**src/hdl/mipsCfg.svh**
```systemverilog
`ifndef MIPS_CFG_SVH
`define MIPS_CFG_SVH

`define MIPS_XLEN      32
`define MIPS_NREGS     32
`define MIPS_RESET_PC  32'hbfc0_0000

// primary opcodes, instr[31:26]
`define MIPS_OP_SPECIAL 6'h00
`define MIPS_OP_ADDIU   6'h09
`define MIPS_OP_SLTI    6'h0a
`define MIPS_OP_SLTIU   6'h0b
`define MIPS_OP_ANDI    6'h0c
`define MIPS_OP_ORI     6'h0d
`define MIPS_OP_XORI    6'h0e
`define MIPS_OP_LUI     6'h0f

// funct field of SPECIAL, instr[5:0]
`define MIPS_FN_SLL     6'h00
`define MIPS_FN_SRL     6'h02
`define MIPS_FN_SRA     6'h03
`define MIPS_FN_ADDU    6'h21
`define MIPS_FN_SUBU    6'h23
`define MIPS_FN_AND     6'h24
`define MIPS_FN_OR      6'h25
`define MIPS_FN_XOR     6'h26
`define MIPS_FN_NOR     6'h27
`define MIPS_FN_SLT     6'h2a
`define MIPS_FN_SLTU    6'h2b

`endif

```
**src/hdl/mipsPkg.sv**
```systemverilog
`include "mipsCfg.svh"

package mipsPkg;

    typedef logic [`MIPS_XLEN-1:0] word_t;
    typedef logic [$clog2(`MIPS_NREGS)-1:0] regAddr_t;

    typedef enum logic [3:0] {
        ALU_ADDU, ALU_SUBU, ALU_AND, ALU_OR, ALU_XOR, ALU_NOR,
        ALU_SLT, ALU_SLTU, ALU_SLL, ALU_SRL, ALU_SRA,
        ALU_LUI   // imm placed in the upper half
    } aluOp_t;

    typedef enum logic [1:0] {
        REGFILE, FROM_EX, FROM_WB
    } fwdSel_t;

    typedef struct packed {
        aluOp_t   aluOp;
        logic     useImm;     // opB comes from imm, not rt
        word_t    imm;
        logic [4:0] shamt;
        logic     regWrite;
        regAddr_t writeReg;
    } decodedInst_t;

    typedef struct packed {
        word_t pc;
        logic  valid;
    } ifStage_t;

    typedef struct packed {
        word_t pc;
        word_t instr;
        logic  valid;
    } idStage_t;

    typedef struct packed {
        word_t      pc;
        word_t      opA;
        word_t      opB;
        aluOp_t     aluOp;
        logic [4:0] shamt;
        regAddr_t   writeReg;
        logic       regWrite;
        logic       valid;
    } exStage_t;

    typedef struct packed {
        word_t    pc;
        word_t    result;
        regAddr_t writeReg;
        logic     regWrite;
        logic     valid;
    } wbStage_t;

endpackage

```
**src/hdl/stageReg.sv**
```systemverilog
module stageReg
    import mipsPkg::*;
#(
    parameter type payload_t = ifStage_t
) (
    input  logic     clk,
    input  logic     rstN_i,
    input  logic     stall_i,
    input  payload_t d_i,
    output payload_t q_o
);

    // whole payload zeroed so the valid bit drops too
    always_ff @(posedge clk) begin
        if (!rstN_i) begin
            q_o <= '0;
        end else if (!stall_i) begin
            q_o <= d_i;
        end
    end

endmodule

```
**src/hdl/regFile.sv**
```systemverilog
`include "mipsCfg.svh"

module regFile
    import mipsPkg::*;
(
    input  logic     clk,
    input  logic     rstN_i,
    input  regAddr_t raddrA_i,
    input  regAddr_t raddrB_i,
    input  regAddr_t waddr_i,
    input  logic     we_i,
    input  word_t    wdata_i,
    output word_t    rdataA_o,
    output word_t    rdataB_o
);

    word_t regs [`MIPS_NREGS];

    always_ff @(posedge clk) begin
        if (!rstN_i) begin
            for (int i = 0; i < `MIPS_NREGS; i++) begin
                regs[i] <= '0;
            end
        end else if (we_i && waddr_i != '0) begin   // $0 stays zero
            regs[waddr_i] <= wdata_i;
        end
    end

    // async read, same-cycle WB value comes through the bypass
    assign rdataA_o = regs[raddrA_i];
    assign rdataB_o = regs[raddrB_i];

endmodule

```
**src/hdl/instDecoder.sv**
```systemverilog
`include "mipsCfg.svh"

module instDecoder
    import mipsPkg::*;
(
    input  word_t        instr_i,
    output decodedInst_t dec_o
);

    logic [5:0] opcode;
    logic [5:0] funct;
    regAddr_t   rt;
    regAddr_t   rd;
    word_t      immSext;
    word_t      immZext;

    assign opcode  = instr_i[31:26];
    assign funct   = instr_i[5:0];
    assign rt      = instr_i[20:16];
    assign rd      = instr_i[15:11];
    assign immSext = {{16{instr_i[15]}}, instr_i[15:0]};
    assign immZext = {16'h0000, instr_i[15:0]};

    always_comb begin
        dec_o       = '0;
        dec_o.shamt = instr_i[10:6];
        if (opcode == `MIPS_OP_SPECIAL) begin
            // R-type writes rd
            dec_o.writeReg = rd;
            dec_o.regWrite = 1'b1;
            case (funct)
                `MIPS_FN_ADDU: dec_o.aluOp = ALU_ADDU;
                `MIPS_FN_SUBU: dec_o.aluOp = ALU_SUBU;
                `MIPS_FN_AND:  dec_o.aluOp = ALU_AND;
                `MIPS_FN_OR:   dec_o.aluOp = ALU_OR;
                `MIPS_FN_XOR:  dec_o.aluOp = ALU_XOR;
                `MIPS_FN_NOR:  dec_o.aluOp = ALU_NOR;
                `MIPS_FN_SLT:  dec_o.aluOp = ALU_SLT;
                `MIPS_FN_SLTU: dec_o.aluOp = ALU_SLTU;
                `MIPS_FN_SLL:  dec_o.aluOp = ALU_SLL;
                `MIPS_FN_SRL:  dec_o.aluOp = ALU_SRL;
                `MIPS_FN_SRA:  dec_o.aluOp = ALU_SRA;
                default:       dec_o.regWrite = 1'b0;   // commits as a no-op
            endcase
        end else begin
            dec_o.writeReg = rt;
            dec_o.useImm   = 1'b1;
            dec_o.regWrite = 1'b1;
            dec_o.imm      = immZext;   // logical ops and lui
            case (opcode)
                `MIPS_OP_ADDIU: begin
                    dec_o.aluOp = ALU_ADDU;
                    dec_o.imm   = immSext;
                end
                `MIPS_OP_SLTI: begin
                    dec_o.aluOp = ALU_SLT;
                    dec_o.imm   = immSext;
                end
                `MIPS_OP_SLTIU: begin
                    dec_o.aluOp = ALU_SLTU;
                    dec_o.imm   = immSext;   // sign-extended, compared unsigned
                end
                `MIPS_OP_ANDI: dec_o.aluOp = ALU_AND;
                `MIPS_OP_ORI:  dec_o.aluOp = ALU_OR;
                `MIPS_OP_XORI: dec_o.aluOp = ALU_XOR;
                `MIPS_OP_LUI:  dec_o.aluOp = ALU_LUI;
                default: begin
                    dec_o.regWrite = 1'b0;
                    dec_o.useImm   = 1'b0;
                end
            endcase
        end
    end

endmodule

```
**src/hdl/bypassNetwork.sv**
```systemverilog
`include "mipsCfg.svh"

module bypassNetwork
    import mipsPkg::*;
(
    input  regAddr_t rs_i,
    input  regAddr_t rt_i,
    input  word_t    rfA_i,
    input  word_t    rfB_i,
    input  exStage_t ex_i,
    input  word_t    exResult_i,
    input  wbStage_t wb_i,
    output word_t    opA_o,
    output word_t    opB_o
);

    fwdSel_t selA;
    fwdSel_t selB;

    // EX holds the younger producer, so it wins over WB
    function automatic fwdSel_t pickSource(regAddr_t r, exStage_t ex, wbStage_t wb);
        if (r != '0 && ex.valid && ex.regWrite && ex.writeReg == r) begin
            return FROM_EX;
        end else if (r != '0 && wb.valid && wb.regWrite && wb.writeReg == r) begin
            return FROM_WB;
        end
        return REGFILE;
    endfunction

    function automatic logic [`MIPS_XLEN-1:0] muxOperand(fwdSel_t sel, word_t rf,
                                                         word_t exVal, word_t wbVal);
        case (sel)
            FROM_EX: return exVal;
            FROM_WB: return wbVal;
            default: return rf;
        endcase
    endfunction

    always_comb begin
        selA  = pickSource(rs_i, ex_i, wb_i);
        selB  = pickSource(rt_i, ex_i, wb_i);
        opA_o = muxOperand(selA, rfA_i, exResult_i, wb_i.result);
        opB_o = muxOperand(selB, rfB_i, exResult_i, wb_i.result);
    end

endmodule

```
**src/hdl/alu.sv**
```systemverilog
`include "mipsCfg.svh"

module alu
    import mipsPkg::*;
(
    input  aluOp_t     op_i,
    input  word_t      a_i,
    input  word_t      b_i,
    input  logic [4:0] shamt_i,
    output word_t      result_o
);

    logic ltSigned;
    logic ltUnsigned;

    assign ltSigned   = $signed(a_i) < $signed(b_i);
    assign ltUnsigned = a_i < b_i;

    always_comb begin
        case (op_i)
            ALU_ADDU: result_o = a_i + b_i;   // wraps, no overflow trap
            ALU_SUBU: result_o = a_i - b_i;
            ALU_AND:  result_o = a_i & b_i;
            ALU_OR:   result_o = a_i | b_i;
            ALU_XOR:  result_o = a_i ^ b_i;
            ALU_NOR:  result_o = ~(a_i | b_i);
            ALU_SLT:  result_o = {{(`MIPS_XLEN-1){1'b0}}, ltSigned};
            ALU_SLTU: result_o = {{(`MIPS_XLEN-1){1'b0}}, ltUnsigned};
            // shifts act on rt, which sits in b
            ALU_SLL:  result_o = b_i << shamt_i;
            ALU_SRL:  result_o = b_i >> shamt_i;
            ALU_SRA:  result_o = word_t'($signed(b_i) >>> shamt_i);
            ALU_LUI:  result_o = b_i << 16;
            default:  result_o = '0;
        endcase
    end

endmodule

```
**src/hdl/mipsCore.sv**
```systemverilog
`include "mipsCfg.svh"

module mipsCore
    import mipsPkg::*;
(
    input  logic       clk,
    input  logic       rstN_i,
    input  logic       iCacheStall_i,
    input  word_t      instr_i,
    output word_t      pc_o,
    output logic       instEn_o,
    output logic       debugCommit_o,
    output word_t      debugWbPc_o,
    output logic [3:0] debugWbRfWen_o,
    output regAddr_t   debugWbRfWnum_o,
    output word_t      debugWbRfWdata_o
);

    logic         stall;
    logic         rfWe;
    ifStage_t     ifD, ifQ;
    idStage_t     idD, idQ;
    exStage_t     exD, exQ;
    wbStage_t     wbD, wbQ;
    decodedInst_t dec;
    regAddr_t     rs, rt;
    word_t        rfA, rfB;
    word_t        opA, opB;
    word_t        exResult;

    assign stall    = iCacheStall_i;   // only source of back-pressure
    assign instEn_o = rstN_i;

    // IF1, PC register
    always_ff @(posedge clk) begin
        if (!rstN_i) begin
            pc_o <= `MIPS_RESET_PC;
        end else if (!stall) begin
            pc_o <= pc_o + word_t'(4);
        end
    end

    always_comb begin
        ifD.pc    = pc_o;
        ifD.valid = instEn_o;
    end

    stageReg #(.payload_t(ifStage_t)) ifStageReg (
        .clk(clk), .rstN_i(rstN_i), .stall_i(stall), .d_i(ifD), .q_o(ifQ)
    );

    // IF2, instruction arrives from memory this cycle
    always_comb begin
        idD.pc    = ifQ.pc;
        idD.instr = ifQ.valid ? instr_i : '0;   // drop stray data
        idD.valid = ifQ.valid;
    end

    stageReg #(.payload_t(idStage_t)) idStageReg (
        .clk(clk), .rstN_i(rstN_i), .stall_i(stall), .d_i(idD), .q_o(idQ)
    );

    // ID
    assign rs = idQ.instr[25:21];
    assign rt = idQ.instr[20:16];

    instDecoder decoder (.instr_i(idQ.instr), .dec_o(dec));

    regFile rf (
        .clk(clk), .rstN_i(rstN_i),
        .raddrA_i(rs), .raddrB_i(rt),
        .waddr_i(wbQ.writeReg), .we_i(rfWe), .wdata_i(wbQ.result),
        .rdataA_o(rfA), .rdataB_o(rfB)
    );

    bypassNetwork bypass (
        .rs_i(rs), .rt_i(rt), .rfA_i(rfA), .rfB_i(rfB),
        .ex_i(exQ), .exResult_i(exResult), .wb_i(wbQ),
        .opA_o(opA), .opB_o(opB)
    );

    always_comb begin
        exD.pc       = idQ.pc;
        exD.opA      = opA;
        exD.opB      = dec.useImm ? dec.imm : opB;
        exD.aluOp    = dec.aluOp;
        exD.shamt    = dec.shamt;
        exD.writeReg = dec.writeReg;
        exD.regWrite = dec.regWrite;
        exD.valid    = idQ.valid;
    end

    stageReg #(.payload_t(exStage_t)) exStageReg (
        .clk(clk), .rstN_i(rstN_i), .stall_i(stall), .d_i(exD), .q_o(exQ)
    );

    // EX
    alu execUnit (
        .op_i(exQ.aluOp), .a_i(exQ.opA), .b_i(exQ.opB),
        .shamt_i(exQ.shamt), .result_o(exResult)
    );

    always_comb begin
        wbD.pc       = exQ.pc;
        wbD.result   = exResult;
        wbD.writeReg = exQ.writeReg;
        wbD.regWrite = exQ.regWrite;
        wbD.valid    = exQ.valid;
    end

    stageReg #(.payload_t(wbStage_t)) wbStageReg (
        .clk(clk), .rstN_i(rstN_i), .stall_i(stall), .d_i(wbD), .q_o(wbQ)
    );

    // WB, register write and commit report
    assign rfWe = wbQ.valid & wbQ.regWrite & ~stall;

    assign debugCommit_o    = wbQ.valid & ~stall;
    assign debugWbRfWen_o   = (rfWe && wbQ.writeReg != '0) ? 4'hf : 4'h0;
    assign debugWbPc_o      = wbQ.pc;
    assign debugWbRfWnum_o  = wbQ.writeReg;
    assign debugWbRfWdata_o = wbQ.result;

endmodule

```
**config.mk**
```make
export PLATFORM = sky130hd
export DESIGN_NAME = mipsCore
export DESIGN_NICKNAME = d
export VERILOG_FILES = /design/src/hdl/mipsPkg.sv /design/src/hdl/stageReg.sv /design/src/hdl/regFile.sv /design/src/hdl/instDecoder.sv /design/src/hdl/bypassNetwork.sv /design/src/hdl/alu.sv /design/src/hdl/mipsCore.sv
export VERILOG_INCLUDE_DIRS = /design/src /design/src/hdl
export SDC_FILE = /design/constraint.sdc
export NUM_CORES = 2
export LEC_CHECK = 0
export BUFFER_PORTS_ARGS = -buffer_cell sky130_fd_sc_hd__buf_2
export CORE_MARGIN = 4
export CORE_UTILIZATION = 31
export DETAILED_ROUTE_END_ITERATION = 10
export SYNTH_ARGS = -nofsm -noshare
export SYNTH_HDL_FRONTEND = slang
export SYNTH_HIERARCHICAL = 1
export SYNTH_SLANG_ARGS = --single-unit
export TNS_END_PERCENT = 1
```
**constraint.sdc**
```tcl
create_clock -name clk -period 10.2 [get_ports clk]
set_clock_uncertainty 0.1 [all_clocks]
set_input_delay 1.53 -clock clk [delete_from_list [all_inputs] [get_ports clk]]
set_output_delay 1.53 -clock clk [all_outputs]
set_load 0.02 [all_outputs]
```
Word-level counts from Yosys, hierarchy flattened
Memories as Yosys holds them, arrays and structs flattened. A register that Yosys moved wholly into a read port is not among the register bits.
Cells that the tools add are included.
{ "op_classes": {"add_sub_neg": 3, "order_cmp": 2, "n_eq_ne": 36, "shifts": 3, "muxes": 35, "n_bitwise": 8, "reduce_logical": 23} }
{ "op_table": {"columns": ["op", "count"], "rows": [
  ["case mux 32 bit (12 select lines)", 1],
  ["2-to-1 mux 32 bit", 4],
  ["case mux 32 bit (2 select lines)", 2],
  ["< comparator 32 bit", 2],
  ["equality test 6 bit, second input constant", 8],
  ["equality test 6 x 4 -> 1 bit, second input constant", 7],
  ["case mux 4 bit (10 select lines)", 1],
  ["2-to-1 mux 33 bit", 1],
  ["adder 32 x 3 -> 32 bit, second input constant", 1],
  ["adder 32 bit", 1],
  ["AND 32 bit", 1],
  ["NOT 32 bit", 1],
  ["bitwise OR 32 bit", 1],
  ["OR reduction 32 bit", 1],
  ["left shift 32 x 5 -> 32 bit", 1],
  ["right shift 32 x 5 -> 32 bit", 1],
  [">>> shifter 32 x 5 -> 32 bit", 1],
  ["subtractor 32 bit", 1],
  ["XOR 32 bit", 1],
  ["2-to-1 mux 5 bit", 5],
  ["case mux 4 bit (6 select lines)", 1],
  ["equality test 5 bit", 4],
  ["equality test 4 x 3 -> 1 bit, second input constant", 4],
  ["equality test 4 bit, second input constant", 4],
  ["18 further kinds", 55]
]} }
{ "word_totals": {"regBits": 313, "ramBits": 1024, "in_bits": 35, "out_inout_bits": 107, "word_cells": 130, "mem_count": 1} }
{ "mem_list": {"columns": ["name", "depth", "word_bits", "read_ports", "rd_clocked_by_memory_dff", "write_ports", "line_no", "source"], "rows": [
  ["rf.regs", 32, 32, 2, 2, 32, "regFile.sv:17", "word_t regs [`MIPS_NREGS];"]
]} }

Longest topological paths before layout
{ "depth": {"depth_word": 10, "ltp_mapped": 18, "ltp_nobuf": 17} }

Modules after synthesis
Netlist, hierarchy kept.
{ "modules_own_cells": {"columns": ["module", "instances", "cells_per_inst", "area_per_inst_um2", "seq_area_each_um2"], "rows": [
  ["regFile", 1, 4609, 55717.2, 30749.5],
  ["alu", 1, 1383, 9168.8, 0.0],
  ["stageReg at exStageReg", 1, 361, 4320.4, 2242.2],
  ["stageReg at wbStageReg", 1, 228, 2718.9, 1421.4],
  ["bypassNetwork", 1, 423, 2521.2, 0.0],
  ["stageReg at idStageReg", 1, 209, 2504.9, 1301.2],
  ["mipsCore", 1, 248, 2160.8, 600.6],
  ["stageReg at ifStageReg", 1, 106, 1280.0, 660.6],
  ["instDecoder", 1, 81, 549.3, 0.0]
]} }

Worst setup path before layout
Ideal clock, no wire load.
{ "synth_path": {"path_kind": "input-to-reg", "start": "input iCacheStall_i", "end": "memory rf/regs[28][0] (netlist name) (enable)", "setup_time_ns": 0.466, "t_arrival_ns": 4.884, "required_time_ns": 9.634, "slack_ns": 4.750, "path_stages": 6, "path_buffers": 1, "cell_sequence": "and2b_2 and2_1 nand2_1 or3_4 buf_6 o21ai_0"} }
{ "synth_lines": {"columns": ["element", "line_no", "source"], "rows": [
  ["start: declaration", "mipsCore.sv:8", "input logic iCacheStall_i,"],
  ["end: declaration", "regFile.sv:17", null]
]} }

==> metrics.cfg <==
[logic_synthesis]
synthFlopType=edfxtp_1
async_flop_share_pct=0
ys_warn_count=6
syn_inst=7648
synth_edf_count=1024
synth_seq_cells=1335
syn-mean-instance-area_um2=10.6
netlist_area_um2=80900
synth.distinct_cells=110
yosysSeqAreaShare_pct=45.7

[routing]
first_pass_iters=9
initialDrtViolationCount=7395
drc=0
wl_mm=318
vias_per_cell=5.79
drtAntennaViolNets=0
wl_per_cell_um=28.9
num_vias=63611

[pwr]
power_density_nw_per_um2=151
ir_worst_vdd_mv=0.131
p_leak_nw=30.7

[final_layout]
nets=7589
multiInputGateArea_um2=40300
mostFrequentLayoutCells=mux2i_1 (1,353), and2_1 (1,051), edfxtp_1 (1,024)
layoutNonFillerInstCount=10984
register_area_um2=37000
drive_above_1_share_pct=10.3
fill_cells=25784
layout_commonest_cell=mux2i_1
synthToLayoutAreaGrowth_pct=10.4

[critical_path]
timing.rr.end=exStageReg/q_o[44]$_SDFFE_PN0N_
r2r_start=exStageReg/q_o[27]$_SDFFE_PN0N_
r2r_cells=16
r2r_slack_ps=4570
critPathArrivalTime_ps=6220
cp-start-kind=flip-flop
cp_max_fo=10
end_kind=flip-flop
setup.worst_path.class=flip-flop to flip-flop
critPathRequiredTime_ps=10790

[clocking]
post_cts_buffers=0
h-tree-depth=4
clk_pin_slew_worst_paths_ps=60
ctsResizeCount=0
cts_tree=done
hold_buffers=0
cts_inserted_buffers=150
numClockSinks=1335
clk_latency_ps=830
cts_max_path_buffers=3
cts-root-buf=clkbuf_16

[timing]
period_minus_slack_ps=5630
setup_viol=0
grt_setup_unrepaired=false
slew_viol_final=0
slew_headroom_pct=9.51
hold_violations=0
timing.fmax_ghz=0.178
tightestPinTransition_ps=1350
holdWs_ps=405
fin_crit_sh_pct=55.2
setup_tns_ps=0

[outcome]
status=finished clean

[global_routing]
grt_pass1_wl_mm=447
grt_use_total_pct=22.4
overflow=0
antenna_found_initial=31
grt_max_degree=125
grt_pass1_vias=62296

[floorplanning]
pin_count=142
die_height_um=519
start_util_pct=31.2
die_x_um=519
core_area_um2=260000
fp-row-count=187
die_area_um2=269000

[placed_design]
routabilityCongestion=0.979
dp_hpwl_mm=198
place_inst=10703
port_buffers=139

[worst_hold_path]
min-delay-start=idStageReg/q_o[38]$_SDFFE_PN0N_
hold_end=exStageReg/q_o[85]$_SDFFE_PN0N_
hp-class=flip-flop to flip-flop
hold_depth=2

[flow_run]
max_cap_violations=0

## cell type report
| cell class | instances | share of cell area, % |
|---|---|---|
| multi-input cells | 5467 | 45.1 |
| flip-flops and latches | 1335 | 41.4 |
| well taps | 3402 | 4.77 |
| clock buffers | 190 | 4.51 |
| repair buffers | 347 | 2.72 |
| clock inverters | 78 | 0.812 |
| inverters | 152 | 0.639 |
| diodes | 13 | 0.0364 |
## critical path, cell delays in order (launching register included)
cell and delay [ps]:
dfxtp_1 680, inv_1 160, ha_1 440, inv_1 230
nor3_1 120, o41ai_1 720, a32oi_1 430, a32o_1 490
a21oi_1 270, xnor2_1 90, a2111oi_0 580, o21ai_0 360
nor3_1 250, a31oi_1 70, mux2_2 290, mux2i_1 130
nor2b_1 60
## through the flow
stage	area, µm²	setup slack [ps]	util [%]	total power (W)
5_1_grt	89300	4550	34.4	0.0138
4_1_cts	89300	4890	34.4	0.0135
3_3_place_gp	84500	4870	32.6	0.00812
3_5_place_dp	84500	4930	32.6	0.00814
6_report	89300	4570	34.4	0.0135
2_1_floorplan	81100	4750	-	0.00736
## how the worst max path moves through the flow
stage | startpoint | to | slack, ps | cells past startpoint
2_1_floorplan | iCacheStall_i | rf/regs[28][0]$_SDFFCE_PN0P_ | 4750 | 6
3_3_place_gp | exStageReg/q_o[27]$_SDFFE_PN0N_ | exStageReg/q_o[44]$_SDFFE_PN0N_ | 4870 | 16
3_5_place_dp | exStageReg/q_o[27]$_SDFFE_PN0N_ | exStageReg/q_o[44]$_SDFFE_PN0N_ | 4930 | 16
4_1_cts | exStageReg/q_o[27]$_SDFFE_PN0N_ | exStageReg/q_o[44]$_SDFFE_PN0N_ | 4890 | 16
5_1_grt | exStageReg/q_o[27]$_SDFFE_PN0N_ | exStageReg/q_o[44]$_SDFFE_PN0N_ | 4550 | 16
6_report | exStageReg/q_o[27]$_SDFFE_PN0N_ | exStageReg/q_o[44]$_SDFFE_PN0N_ | 4570 | 16
## state kept, by name, indices dropped and copies added, names as in the netlist
signal          cells
rf/regs          1024
pc_o               30
ifStageReg/q_o     33
idStageReg/q_o     65
exStageReg/q_o    112
wbStageReg/q_o     71
## cell families after synthesis
| kind of cell | synth area share [%] |
|---|---|
| multiplexers | 18.6 |
| buffers and inverters | 5.39 |
| flip-flops | 45.7 |
| other | 0.00928 |
| XOR/XNOR | 0.400 |
| AND/OR/NAND/NOR | 17.7 |
| AO/OA/AOI/OAI | 10.6 |
| adder cells (fa/ha/maj) | 1.58 |
## power by group
group	internal (W)	switching, W	total, W
sequential	0.00604	0.000158	0.00619
combinational	0.000569	0.00133	0.00190
clock	0.00299	0.00238	0.00537
total	0.00959	0.00386	0.0135
## synth_stat cells, types with 27 or more instances
cell type	n	area share, %
nand3_1	235	1.5
buf_1	43	0.20
o41ai_1	35	0.38
mux4_2	33	0.92
edfxtp_1	1024	38
nor2_1	204	0.95
dfxtp_1	311	7.7
a21oi_1	332	2.1
xnor2_1	27	0.29
inv_1	149	0.69
nand2_1	343	1.6
and2_1	1055	8.2
mux2_2	52	0.72
or3_1	48	0.37
mux2i_1	1353	17
a22oi_1	198	1.8
ha_1	99	1.5
buf_4	93	0.86
nor2b_1	304	2.3
buf_2	124	0.77
nand4_1	55	0.43
a31oi_1	144	1.1
clkbuf_1	402	1.9
a22o_1	132	1.4
o21ai_0	167	1.0
nor3_1	187	1.2
## layer usage
metal / vias to the layer above / global-route usage [%] / share of wire (%)
met3: 895 / 5.82 / 10
li1: 27463 / - / -
met5: - / 0 / 0.040
met2: 3638 / 34.3 / 44
met1: 31591 / 28.3 / 39
met4: 24 / 13.9 / 7.0
Power figures use the tool's default switching activity.
